### src/rtl/mem_msg_pkg.sv
// Memory message definitions
`default_nettype none

package mem_msg_pkg;

  localparam int addr_width_gp    = 20;
  localparam int dword_width_gp   = 64;
  localparam int payload_width_gp = 4;

  typedef enum logic [0:0] {
    e_mem_rd = 1'b0,
    e_mem_wr = 1'b1
  } mem_op_e;

  // Log2 of the byte count
  typedef enum logic [1:0] {
    e_size_1 = 2'd0,
    e_size_2 = 2'd1,
    e_size_4 = 2'd2,
    e_size_8 = 2'd3
  } mem_size_e;

  typedef struct packed {
    mem_op_e                     op;
    logic [addr_width_gp-1:0]    addr;
    mem_size_e                   size;
    logic [payload_width_gp-1:0] payload;
  } mem_header_s;

  typedef struct packed {
    mem_header_s               header;
    logic [dword_width_gp-1:0] data;
  } lite_msg_s;

  // Beats per burst, at least one even for narrow transfers
  function automatic int unsigned beats_for_size(mem_size_e size, int unsigned beat_width);
    int unsigned size_bits;
    size_bits = 8 << size;
    return (size_bits > beat_width) ? size_bits / beat_width : 1;
  endfunction

endpackage

`default_nettype wire
### src/rtl/host_map_pkg.sv
// Host device address map
`default_nettype none

package host_map_pkg;

  localparam logic [mem_msg_pkg::addr_width_gp-1:0] host_trace_addr_gp  = 'h0_1000;
  localparam logic [mem_msg_pkg::addr_width_gp-1:0] host_finish_base_gp = 'h0_2000;

  // One finish register per core, a dword apart
  localparam int host_finish_stride_gp = 8;

  // Bit 0 is icache
  typedef struct packed {
    logic dev;
    logic cosim;
    logic branch_profile;
    logic pc_profile;
    logic pc_gen;
    logic core_profile;
    logic cmt;
    logic vm;
    logic dram;
    logic cce;
    logic lce;
    logic dcache;
    logic icache;
  } trace_en_s;

endpackage

`default_nettype wire

### src/rtl/host_bridge_top.sv
// Host bridge top level
`timescale 1ns/1ps
`default_nettype none

module host_bridge_top #(
  parameter int unsigned beat_width_p = 32,
  parameter int unsigned num_core_p   = 4
) (
  input  wire                             clk_i,
  input  wire                             rst_n_i,

  input  wire mem_msg_pkg::mem_header_s   fwd_header_i,
  input  wire                             fwd_header_v_i,
  input  wire                             fwd_has_data_i,
  output logic                            fwd_header_ready_and_o,
  input  wire [beat_width_p-1:0]          fwd_data_i,
  input  wire                             fwd_data_v_i,
  input  wire                             fwd_last_i,
  output logic                            fwd_data_ready_and_o,

  output mem_msg_pkg::mem_header_s        rev_header_o,
  output logic                            rev_header_v_o,
  output logic                            rev_has_data_o,
  input  wire                             rev_header_ready_and_i,
  output logic [beat_width_p-1:0]         rev_data_o,
  output logic                            rev_data_v_o,
  output logic                            rev_last_o,
  input  wire                             rev_data_ready_and_i,

  output logic [num_core_p-1:0]           finish_o,
  output host_map_pkg::trace_en_s         trace_en_o
);

  import mem_msg_pkg::*;

  // Lite links around the register block
  lite_msg_s req_lite;
  logic      req_lite_v;
  logic      req_lite_ready_and;
  lite_msg_s resp_lite;
  logic      resp_lite_v;
  logic      resp_lite_ready_and;

  burst_to_lite #(
    .beat_width_p(beat_width_p)
  ) u_burst_to_lite (
    .clk_i                  (clk_i),
    .rst_n_i                (rst_n_i),
    .fwd_header_i           (fwd_header_i),
    .fwd_header_v_i         (fwd_header_v_i),
    .fwd_has_data_i         (fwd_has_data_i),
    .fwd_header_ready_and_o (fwd_header_ready_and_o),
    .fwd_data_i             (fwd_data_i),
    .fwd_data_v_i           (fwd_data_v_i),
    .fwd_last_i             (fwd_last_i),
    .fwd_data_ready_and_o   (fwd_data_ready_and_o),
    .lite_o                 (req_lite),
    .lite_v_o               (req_lite_v),
    .lite_ready_and_i       (req_lite_ready_and)
  );

  host_regs #(
    .num_core_p(num_core_p)
  ) u_host_regs (
    .clk_i            (clk_i),
    .rst_n_i          (rst_n_i),
    .req_i            (req_lite),
    .req_v_i          (req_lite_v),
    .req_ready_and_o  (req_lite_ready_and),
    .resp_o           (resp_lite),
    .resp_v_o         (resp_lite_v),
    .resp_ready_and_i (resp_lite_ready_and),
    .finish_o         (finish_o),
    .trace_en_o       (trace_en_o)
  );

  lite_to_burst #(
    .beat_width_p(beat_width_p)
  ) u_lite_to_burst (
    .clk_i                  (clk_i),
    .rst_n_i                (rst_n_i),
    .lite_i                 (resp_lite),
    .lite_v_i               (resp_lite_v),
    .lite_ready_and_o       (resp_lite_ready_and),
    .rev_header_o           (rev_header_o),
    .rev_header_v_o         (rev_header_v_o),
    .rev_has_data_o         (rev_has_data_o),
    .rev_header_ready_and_i (rev_header_ready_and_i),
    .rev_data_o             (rev_data_o),
    .rev_data_v_o           (rev_data_v_o),
    .rev_last_o             (rev_last_o),
    .rev_data_ready_and_i   (rev_data_ready_and_i)
  );

endmodule

`default_nettype wire

### src/rtl/host_regs.sv
// Host finish and trace registers
`timescale 1ns/1ps
`default_nettype none

module host_regs #(
  parameter int unsigned num_core_p = 4
) (
  input  wire                             clk_i,
  input  wire                             rst_n_i,
  input  wire mem_msg_pkg::lite_msg_s     req_i,
  input  wire                             req_v_i,
  output logic                            req_ready_and_o,
  output mem_msg_pkg::lite_msg_s          resp_o,
  output logic                            resp_v_o,
  input  wire                             resp_ready_and_i,
  output logic [num_core_p-1:0]           finish_o,
  output host_map_pkg::trace_en_s         trace_en_o
);

  import mem_msg_pkg::*;
  import host_map_pkg::*;

  localparam int trace_width_lp = $bits(trace_en_s);

  lite_msg_s                 resp_r;
  logic                      resp_v_r;
  logic [num_core_p-1:0]     finish_r;
  trace_en_s                 trace_r;
  logic                      req_fire;
  logic                      is_write;
  logic                      trace_hit;
  logic [num_core_p-1:0]     finish_hit;
  logic [dword_width_gp-1:0] rd_data;

  assign req_ready_and_o = ~resp_v_r;
  assign req_fire  = req_v_i & req_ready_and_o;
  assign is_write  = (req_i.header.op == e_mem_wr);
  assign trace_hit = (req_i.header.addr == host_trace_addr_gp);

  // Address decode and read mux, unmapped reads give zero
  always_comb
  begin
    finish_hit = '0;
    rd_data    = '0;
    for (int i = 0; i < num_core_p; i++)
    begin
      finish_hit[i] = (req_i.header.addr ==
                       addr_width_gp'(host_finish_base_gp + host_finish_stride_gp * i));
      if (finish_hit[i])
        rd_data = dword_width_gp'(finish_r[i]);
    end
    if (trace_hit)
      rd_data = dword_width_gp'(trace_r);
  end

  always_ff @(posedge clk_i or negedge rst_n_i)
  begin
    if (!rst_n_i)
    begin
      resp_v_r <= 1'b0;
      finish_r <= '0;
      trace_r  <= '0;
    end
    else
    begin
      if (req_fire)
        resp_v_r <= 1'b1;
      else if (resp_v_r && resp_ready_and_i)
        resp_v_r <= 1'b0;

      if (req_fire && is_write)
      begin
        if (trace_hit)
          trace_r <= trace_en_s'(req_i.data[trace_width_lp-1:0]);
        for (int i = 0; i < num_core_p; i++)
        begin
          if (finish_hit[i])
            finish_r[i] <= req_i.data[0];
        end
      end
    end
  end

  // Header echoes the request
  always_ff @(posedge clk_i)
  begin
    if (req_fire)
    begin
      resp_r.header <= req_i.header;
      resp_r.data   <= is_write ? '0 : rd_data;
    end
  end

  assign resp_o     = resp_r;
  assign resp_v_o   = resp_v_r;
  assign finish_o   = finish_r;
  assign trace_en_o = trace_r;

  // Pending response holds until taken
  assert property (@(posedge clk_i) disable iff (!rst_n_i)
    (resp_v_r && !resp_ready_and_i) |=> (resp_v_r && $stable(resp_r)))
    else $error("host_regs: response changed while stalled");

endmodule

`default_nettype wire

### src/rtl/lite_to_burst.sv
// Reverse burst splitter
`timescale 1ns/1ps
`default_nettype none

module lite_to_burst #(
  parameter int unsigned beat_width_p = 32
) (
  input  wire                             clk_i,
  input  wire                             rst_n_i,
  input  wire mem_msg_pkg::lite_msg_s     lite_i,
  input  wire                             lite_v_i,
  output logic                            lite_ready_and_o,
  output mem_msg_pkg::mem_header_s        rev_header_o,
  output logic                            rev_header_v_o,
  output logic                            rev_has_data_o,
  input  wire                             rev_header_ready_and_i,
  output logic [beat_width_p-1:0]         rev_data_o,
  output logic                            rev_data_v_o,
  output logic                            rev_last_o,
  input  wire                             rev_data_ready_and_i
);

  import mem_msg_pkg::*;

  localparam int unsigned max_beats_lp = dword_width_gp / beat_width_p;
  localparam int unsigned cnt_width_lp = (max_beats_lp > 1) ? $clog2(max_beats_lp) : 1;

  typedef enum logic [1:0] {
    e_idle,
    e_header,
    e_data
  } state_e;

  state_e                  state_r;
  lite_msg_s               msg_r;
  logic [cnt_width_lp-1:0] cnt_r;
  logic [cnt_width_lp-1:0] last_cnt;
  logic                    lite_fire;
  logic                    hdr_fire;
  logic                    data_fire;

  assign lite_ready_and_o = (state_r == e_idle);
  assign lite_fire = lite_v_i & lite_ready_and_o;
  assign hdr_fire  = rev_header_v_o & rev_header_ready_and_i;
  assign data_fire = rev_data_v_o & rev_data_ready_and_i;

  assign last_cnt = cnt_width_lp'(beats_for_size(msg_r.header.size, beat_width_p) - 1);

  // Only read responses carry data
  assign rev_header_o   = msg_r.header;
  assign rev_header_v_o = (state_r == e_header);
  assign rev_has_data_o = (msg_r.header.op == e_mem_rd);

  assign rev_data_o   = msg_r.data[cnt_r*beat_width_p +: beat_width_p];
  assign rev_data_v_o = (state_r == e_data);
  assign rev_last_o   = rev_data_v_o & (cnt_r == last_cnt);

  always_ff @(posedge clk_i or negedge rst_n_i)
  begin
    if (!rst_n_i)
    begin
      state_r <= e_idle;
      cnt_r   <= '0;
    end
    else
    begin
      case (state_r)
        e_idle:
        begin
          if (lite_fire)
            state_r <= e_header;
        end
        e_header:
        begin
          if (hdr_fire)
          begin
            cnt_r   <= '0;
            state_r <= rev_has_data_o ? e_data : e_idle;
          end
        end
        e_data:
        begin
          if (data_fire)
          begin
            cnt_r <= cnt_r + 1'b1;
            if (rev_last_o)
              state_r <= e_idle;
          end
        end
        default:
          state_r <= e_idle;
      endcase
    end
  end

  always_ff @(posedge clk_i)
  begin
    if (lite_fire)
      msg_r <= lite_i;
  end

  // Stalled beat holds its data and last flag
  assert property (@(posedge clk_i) disable iff (!rst_n_i)
    (rev_data_v_o && !rev_data_ready_and_i) |=>
      (rev_data_v_o && $stable(rev_data_o) && $stable(rev_last_o)))
    else $error("lite_to_burst: data beat changed while stalled");

endmodule

`default_nettype wire

### src/rtl/burst_to_lite.sv
// Forward burst gatherer
`timescale 1ns/1ps
`default_nettype none

module burst_to_lite #(
  parameter int unsigned beat_width_p = 32
) (
  input  wire                             clk_i,
  input  wire                             rst_n_i,
  input  wire mem_msg_pkg::mem_header_s   fwd_header_i,
  input  wire                             fwd_header_v_i,
  input  wire                             fwd_has_data_i,
  output logic                            fwd_header_ready_and_o,
  input  wire [beat_width_p-1:0]          fwd_data_i,
  input  wire                             fwd_data_v_i,
  input  wire                             fwd_last_i,
  output logic                            fwd_data_ready_and_o,
  output mem_msg_pkg::lite_msg_s          lite_o,
  output logic                            lite_v_o,
  input  wire                             lite_ready_and_i
);

  import mem_msg_pkg::*;

  localparam int unsigned max_beats_lp = dword_width_gp / beat_width_p;
  localparam int unsigned cnt_width_lp = (max_beats_lp > 1) ? $clog2(max_beats_lp) : 1;

  typedef enum logic [1:0] {
    e_idle,
    e_data,
    e_full
  } state_e;

  state_e                    state_r;
  mem_header_s               hdr_r;
  logic [dword_width_gp-1:0] data_r;
  logic [cnt_width_lp-1:0]   cnt_r;
  logic [cnt_width_lp-1:0]   last_cnt;
  logic                      last_beat;
  logic                      hdr_fire;
  logic                      data_fire;

  assign fwd_header_ready_and_o = (state_r == e_idle);
  assign fwd_data_ready_and_o   = (state_r == e_data);
  assign hdr_fire  = fwd_header_v_i & fwd_header_ready_and_o;
  assign data_fire = fwd_data_v_i & fwd_data_ready_and_o;

  assign last_cnt  = cnt_width_lp'(beats_for_size(hdr_r.size, beat_width_p) - 1);
  assign last_beat = (cnt_r == last_cnt);

  always_ff @(posedge clk_i or negedge rst_n_i)
  begin
    if (!rst_n_i)
    begin
      state_r <= e_idle;
      cnt_r   <= '0;
    end
    else
    begin
      case (state_r)
        e_idle:
        begin
          if (hdr_fire)
          begin
            cnt_r   <= '0;
            state_r <= fwd_has_data_i ? e_data : e_full;
          end
        end
        e_data:
        begin
          if (data_fire)
          begin
            cnt_r <= cnt_r + 1'b1;
            if (last_beat)
              state_r <= e_full;
          end
        end
        e_full:
        begin
          if (lite_ready_and_i)
            state_r <= e_idle;
        end
        default:
          state_r <= e_idle;
      endcase
    end
  end

  // Beats land least significant first
  always_ff @(posedge clk_i)
  begin
    if (hdr_fire)
    begin
      hdr_r  <= fwd_header_i;
      data_r <= '0;
    end
    if (data_fire)
      data_r[cnt_r*beat_width_p +: beat_width_p] <= fwd_data_i;
  end

  assign lite_o.header = hdr_r;
  assign lite_o.data   = data_r;
  assign lite_v_o      = (state_r == e_full);

  // Sender's last flag agrees with the size in the header
  assert property (@(posedge clk_i) disable iff (!rst_n_i)
    data_fire |-> (fwd_last_i == last_beat))
    else $error("burst_to_lite: last flag does not match beat count");

  // No stray beat after a header without data
  assert property (@(posedge clk_i) disable iff (!rst_n_i)
    (hdr_fire && !fwd_has_data_i) |=> !fwd_data_v_i)
    else $error("burst_to_lite: data beat for a header without data");

endmodule

`default_nettype wire

### config.mk
export PLATFORM = sky130hd
export DESIGN_NAME = host_bridge_top
export DESIGN_NICKNAME = d
export VERILOG_FILES = /design/src/rtl/mem_msg_pkg.sv /design/src/rtl/host_map_pkg.sv /design/src/rtl/host_bridge_top.sv /design/src/rtl/host_regs.sv /design/src/rtl/lite_to_burst.sv /design/src/rtl/burst_to_lite.sv
export SDC_FILE = /design/constraint.sdc
export NUM_CORES = 1
export LEC_CHECK = 0
export BUFFER_PORTS_ARGS = -buffer_cell sky130_fd_sc_hd__buf_4
export CAP_MARGIN = 20
export CELL_PAD_IN_SITES_DETAIL_PLACEMENT = 1
export CELL_PAD_IN_SITES_GLOBAL_PLACEMENT = 1
export CORE_ASPECT_RATIO = 2
export CORE_MARGIN = 2
export CORE_UTILIZATION = 40
export CTS_BUF_LIST = sky130_fd_sc_hd__clkbuf_4
export CTS_CLUSTER_DIAMETER = 60
export DETAILED_ROUTE_END_ITERATION = 7
export PLACE_DENSITY = 0.77
export SYNTH_ARGS = -nofsm -noshare
export SYNTH_HDL_FRONTEND = slang
export SYNTH_HIERARCHICAL = 1
export SYNTH_SLANG_ARGS = --single-unit
export TNS_END_PERCENT = 5
### constraint.sdc
create_clock -name clk_i -period 9.1 [get_ports clk_i]
set_input_delay 2.275 -clock clk_i [delete_from_list [all_inputs] [get_ports clk_i]]
set_output_delay 2.275 -clock clk_i [all_outputs]
set_load 0.01 [all_outputs]
== Yosys cells after proc, flatten, opt, wreduce, memory -nomap -nowiden ==
Index checks and enable logic that the tools add are counted.
Word-level totals
  output and inout port bits: 82
  input port bits: 67
  bits in registers: 297
  word-level logic and storage cells: 125
Cells by class
  $add $sub $neg: 5
  multiplexer cells: 30
  equality and inequality tests: 19
  reductions and logical operators: 17
  bitwise operators: 9
  $lt $le $gt $ge: 2
  shifts and indexed selects: 5
Operators by type and width (number)
  2-to-1 mux 64 bit: 2
  equality test 20 x 14 -> 1 bit, second input constant: 4
  bitwise mux 64 bit: 1
  greater-than comparator 32 x 6 -> 1 bit, second input constant: 2
  variable shift 32 x 34 -> 64 bit, first input constant: 1
  indexed part select 32 x 34 -> 64 bit: 1
  indexed part select 64 x 7 -> 32 bit: 1
  left shift 4 x 2 -> 32 bit, first input constant: 2
  2-to-1 mux 13 bit: 3
  negator 6 -> 34 bit: 1
  equality test 20 x 13 -> 1 bit, second input constant: 1
  2-to-1 mux 2 bit: 10
  inequality test 2 bit, second input constant: 7
  one-hot mux 2 bit (3 select lines): 2
  2-to-1 mux 1 bit: 10
  AND reduction 2 bit: 5
  AND reduction 4 bit: 2
  bitwise AND 1 bit: 7
  AND reduction 3 bit: 2
  nonzero test 2 bit: 3
  OR reduction 5 bit: 1
  equality test 2 x 1 -> 1 bit, second input constant: 2
  equality test 2 bit, second input constant: 2
  logical NOT 2 bit: 2
  other kinds (7): 13

== Longest topological paths before layout ==
  depth after elaboration: 9
  depth in mapped cells: 7
  depth with buffers taken out: 5

== Hierarchy ==
Netlist, hierarchy kept.
By module, submodules not included
  lite_to_burst: instances 1, cells an instance 177, seq. area each 2807.7 um^2, area each 3528.4 um^2
  burst_to_lite: instances 1, cells an instance 195, seq. area each 2167.1 um^2, area each 3019.1 um^2
  host_regs: instances 1, cells an instance 179, seq. area each 1651.6 um^2, area each 2577.5 um^2

== Least setup slack after synthesis ==
OpenSTA, ideal clock, no wires.
  path kind: reg-to-reg
  start: register u_burst_to_lite.state_r[1]
  end: register u_host_regs.trace_r (netlist bit u_host_regs/trace_en_o[10])
  setup time: 125 ps
  arrival time: 3909 ps
  required time: 8975 ps
  slack: 5066 ps
  clock period less this slack: 4034 ps
  buffers on the path: 2
  cell stages (with the launch flop): 8
  cell sequence: dfrtp_1 -> buf_4 -> nor2b_1 -> nor2b_1 -> nand2_1 -> nor4_4 -> buf_4 -> mux2_2
On the way
  word-level cells in the longest chain between the ends: 4
Ends and longest elaborated chain
  start: declaration: line burst_to_lite.sv:34  | state_e state_r;
  start signal: assignment: line burst_to_lite.sv:55  | state_r <= e_idle;
  start signal: assignment: line burst_to_lite.sv:66  | state_r <= fwd_has_data_i ? e_data : e_full;
  start signal: assignment: line burst_to_lite.sv:75  | state_r <= e_full;
  equality test 2 bit: line burst_to_lite.sv:103  | assign lite_v_o = (state_r == e_full);
  named net req_lite_v: line host_bridge_top.sv:38  | logic req_lite_v;
  bitwise AND 1 bit: line host_regs.sv:36  | assign req_fire = req_v_i & req_ready_and_o;
  named net u_host_regs.req_fire: line host_regs.sv:29  | logic req_fire;
  logical AND 1 bit: line host_regs.sv:71  | if (req_fire && is_write)
  AND reduction 2 bit (no line)
  end signal: assignment: line host_regs.sv:74  | trace_r <= trace_en_s'(req_i.data[trace_width_lp-1:0]);
  end: declaration: line host_regs.sv:28  | trace_en_s trace_r;
The timed path passes the listed nets, and every way through them passes these cells.
A chain may end at the register's enable or synchronous reset.

== Worst setup path after layout ==
  start: register u_lite_to_burst.cnt_r
  end: output rev_data_o[1]
On the way
  word-level cells in the longest chain between the ends: 1
Ends and longest elaborated chain
  start: declaration: line lite_to_burst.sv:36  | logic [cnt_width_lp-1:0] cnt_r;
  start signal: assignment: line lite_to_burst.sv:85  | cnt_r <= cnt_r + 1'b1;
  indexed part select 64 x 7 -> 32 bit: line lite_to_burst.sv:54  | assign rev_data_o = msg_r.data[cnt_r*beat_width_p +: beat_width_p];
  end: declaration: line host_bridge_top.sv:25  | output logic [beat_width_p-1:0] rev_data_o,
Every way passes these cells.

==> metrics.cfg <==
[run_status]
status=finished clean

[placement]
port_buffers=128
gp_congestion=0.829
placed_area_mm2=0.00830
dp.cells=746
hpwl_mm=9.53
pre_cts_ws_ns=5.11

[power_and_ir_drop]
p_int_mw=1.71
pwr-share-seq=0.562
p_sw_mw=0.662
power.share.clock=0.213
combPwrFrac=0.225
p_leak_nw=3.37
swShare=0.279
p_per_area_mw_per_mm2=272
peakVddDrop_v=0.000119
power.total_mw=2.37

[layout]
design_area_mm2=0.00871
instances_no_fill=784
final_cell_mix=158 x edfxtp_1, 129 x buf_4, 51 x conb_1
final_core_util=0.467
drive_gt1_frac=0.401
area_delta_synth_final_pct=15.4
fin_nets=618
final_common_cell=edfxtp_1
fillers=1909

[floorplanning]
start_util=0.405
dieArea_mm2=0.0201
rows=71
core_area_mm2=0.0187
die_w_um=101
fp.dieH_um=198
ios=149

[clock_network]
insertion_delay_ns=0.58
cts_tree=yes
cts_buffer_depth=2
htreeDepth=4
cts_resized=0
cts_buffers=17
cts_setup_buffers=0
cts_root_buf=clkbuf_4
clkSlewWorstSetupHoldPaths_ns=0.15
numClockSinks=195
cts_hold_buf=0

[flow_run]
drv_cap=0

[route]
drc_errors=0
postRouteWirelength_mm=13.2
routedWlPerCell_um=16.9
via_count=3605
ant_nets=0
drtIter0Drc=98
drt_first_pass_iters=4
avgViaCountPerCell=4.60

[logic_synthesis]
postSynthCellCount=438
yosysWarnings=6
syn_area_per_cell_um2=17.2
netlist_area_mm2=0.00755

[sta]
tightest_slew_ns=0.628
layout_setup_ws_ns=4.55
finalCritPeriodShare=0.500
slew_headroom=0.581
holdWs_ns=0.425
finClkSkew_ns=0.0209
fin_setup_tns_ns=0
hold_viol=0
fin_crit_ns=4.55
setup_violations=0
slew_viol_final=0
fmax_ghz=0.220
rsz0062_at_grt=false

[worst_setup_path]
path_class=flip-flop to primary output
arrival_ns=2.27
endpoint_kind=primary output
worstPathRequired_ns=6.83
worst-path-max-fanout=22
start_kind=flip-flop

[global_routing]
grt_pass1_vias=3788
antenna_found_initial=1
grt_pass1_wl_mm=20.3
grt_max_degree=92
grt.total_usage=0.139
grt.overflow.total=0

[hold_path]
hold_class=flip-flop to flip-flop

[power by group through the flow]
stage                     Sequential, mW  Combinational [mW]  Clock, mW
after global placement              1.34               0.496          0
after floorplan                     1.32               0.377          0
after detailed placement            1.36               0.515          0
final                               1.33               0.533      0.504
after CTS                           1.34               0.517      0.529
after global routing                1.36               0.580      0.559
[flip-flops by register name, summed over array words and instances (netlist names)]
name and cells:
u_burst_to_lite/state_r 2, u_burst_to_lite/cnt_r 1, u_lite_to_burst/rev_header_o 27, u_burst_to_lite/data_r 13, u_host_regs/finish_o 4, u_burst_to_lite/lite_o 27
u_lite_to_burst/state_r 2, u_host_regs/resp_v_o 1, u_lite_to_burst/msg_r 64, u_host_regs/resp_o 40, u_host_regs/trace_en_o 13, u_lite_to_burst/cnt_r 1
[final timing paths]
path                            slack [ns]                          to                        from  cells past startpoint
worst min register to register        0.42    u_lite_to_burst/msg_r[2]       u_host_regs/resp_o[2]                      0
max in group asynchronous             7.25  u_lite_to_burst/state_r[0]                     rst_n_i                      1
worst max register to register        6.48  u_host_regs/trace_en_o[11]  u_burst_to_lite/state_r[1]                      7
worst min-delay path                  0.42    u_lite_to_burst/msg_r[2]       u_host_regs/resp_o[2]                      0
min in group asynchronous             1.58   u_host_regs/trace_en_o[5]                     rst_n_i                      1
worst max-delay path                  4.55               rev_data_o[1]       u_lite_to_burst/cnt_r                      3
[per-layer routing]
| layer | GRT usage | wire, µm |
|---|---|---|
| met5 | 0 | 0 |
| met4 | 0.0681 | 351 |
| met3 | 0.0381 | 561 |
| met2 | 0.251 | 7450 |
| met1 | 0.144 | 4850 |
[final cells by class]
class,count,area (µm²),area share
tap,219,274,0.0314
sequential,195,5610,0.643
clock buffer,19,143,0.0164
timing repair buffer,134,1050,0.121
inverter,7,26.3,0.00302
clock inverter,13,181,0.0208
antenna,1,2.50,0.000287
multi-input combinational,196,1430,0.164
[critical path, stage by stage (launching register included)]
cell,delay (ns)
dfrtp_1,0.75
buf_4,0.40
mux2_2,0.40
buf_4,0.15
Power figures use the tool's default switching activity.
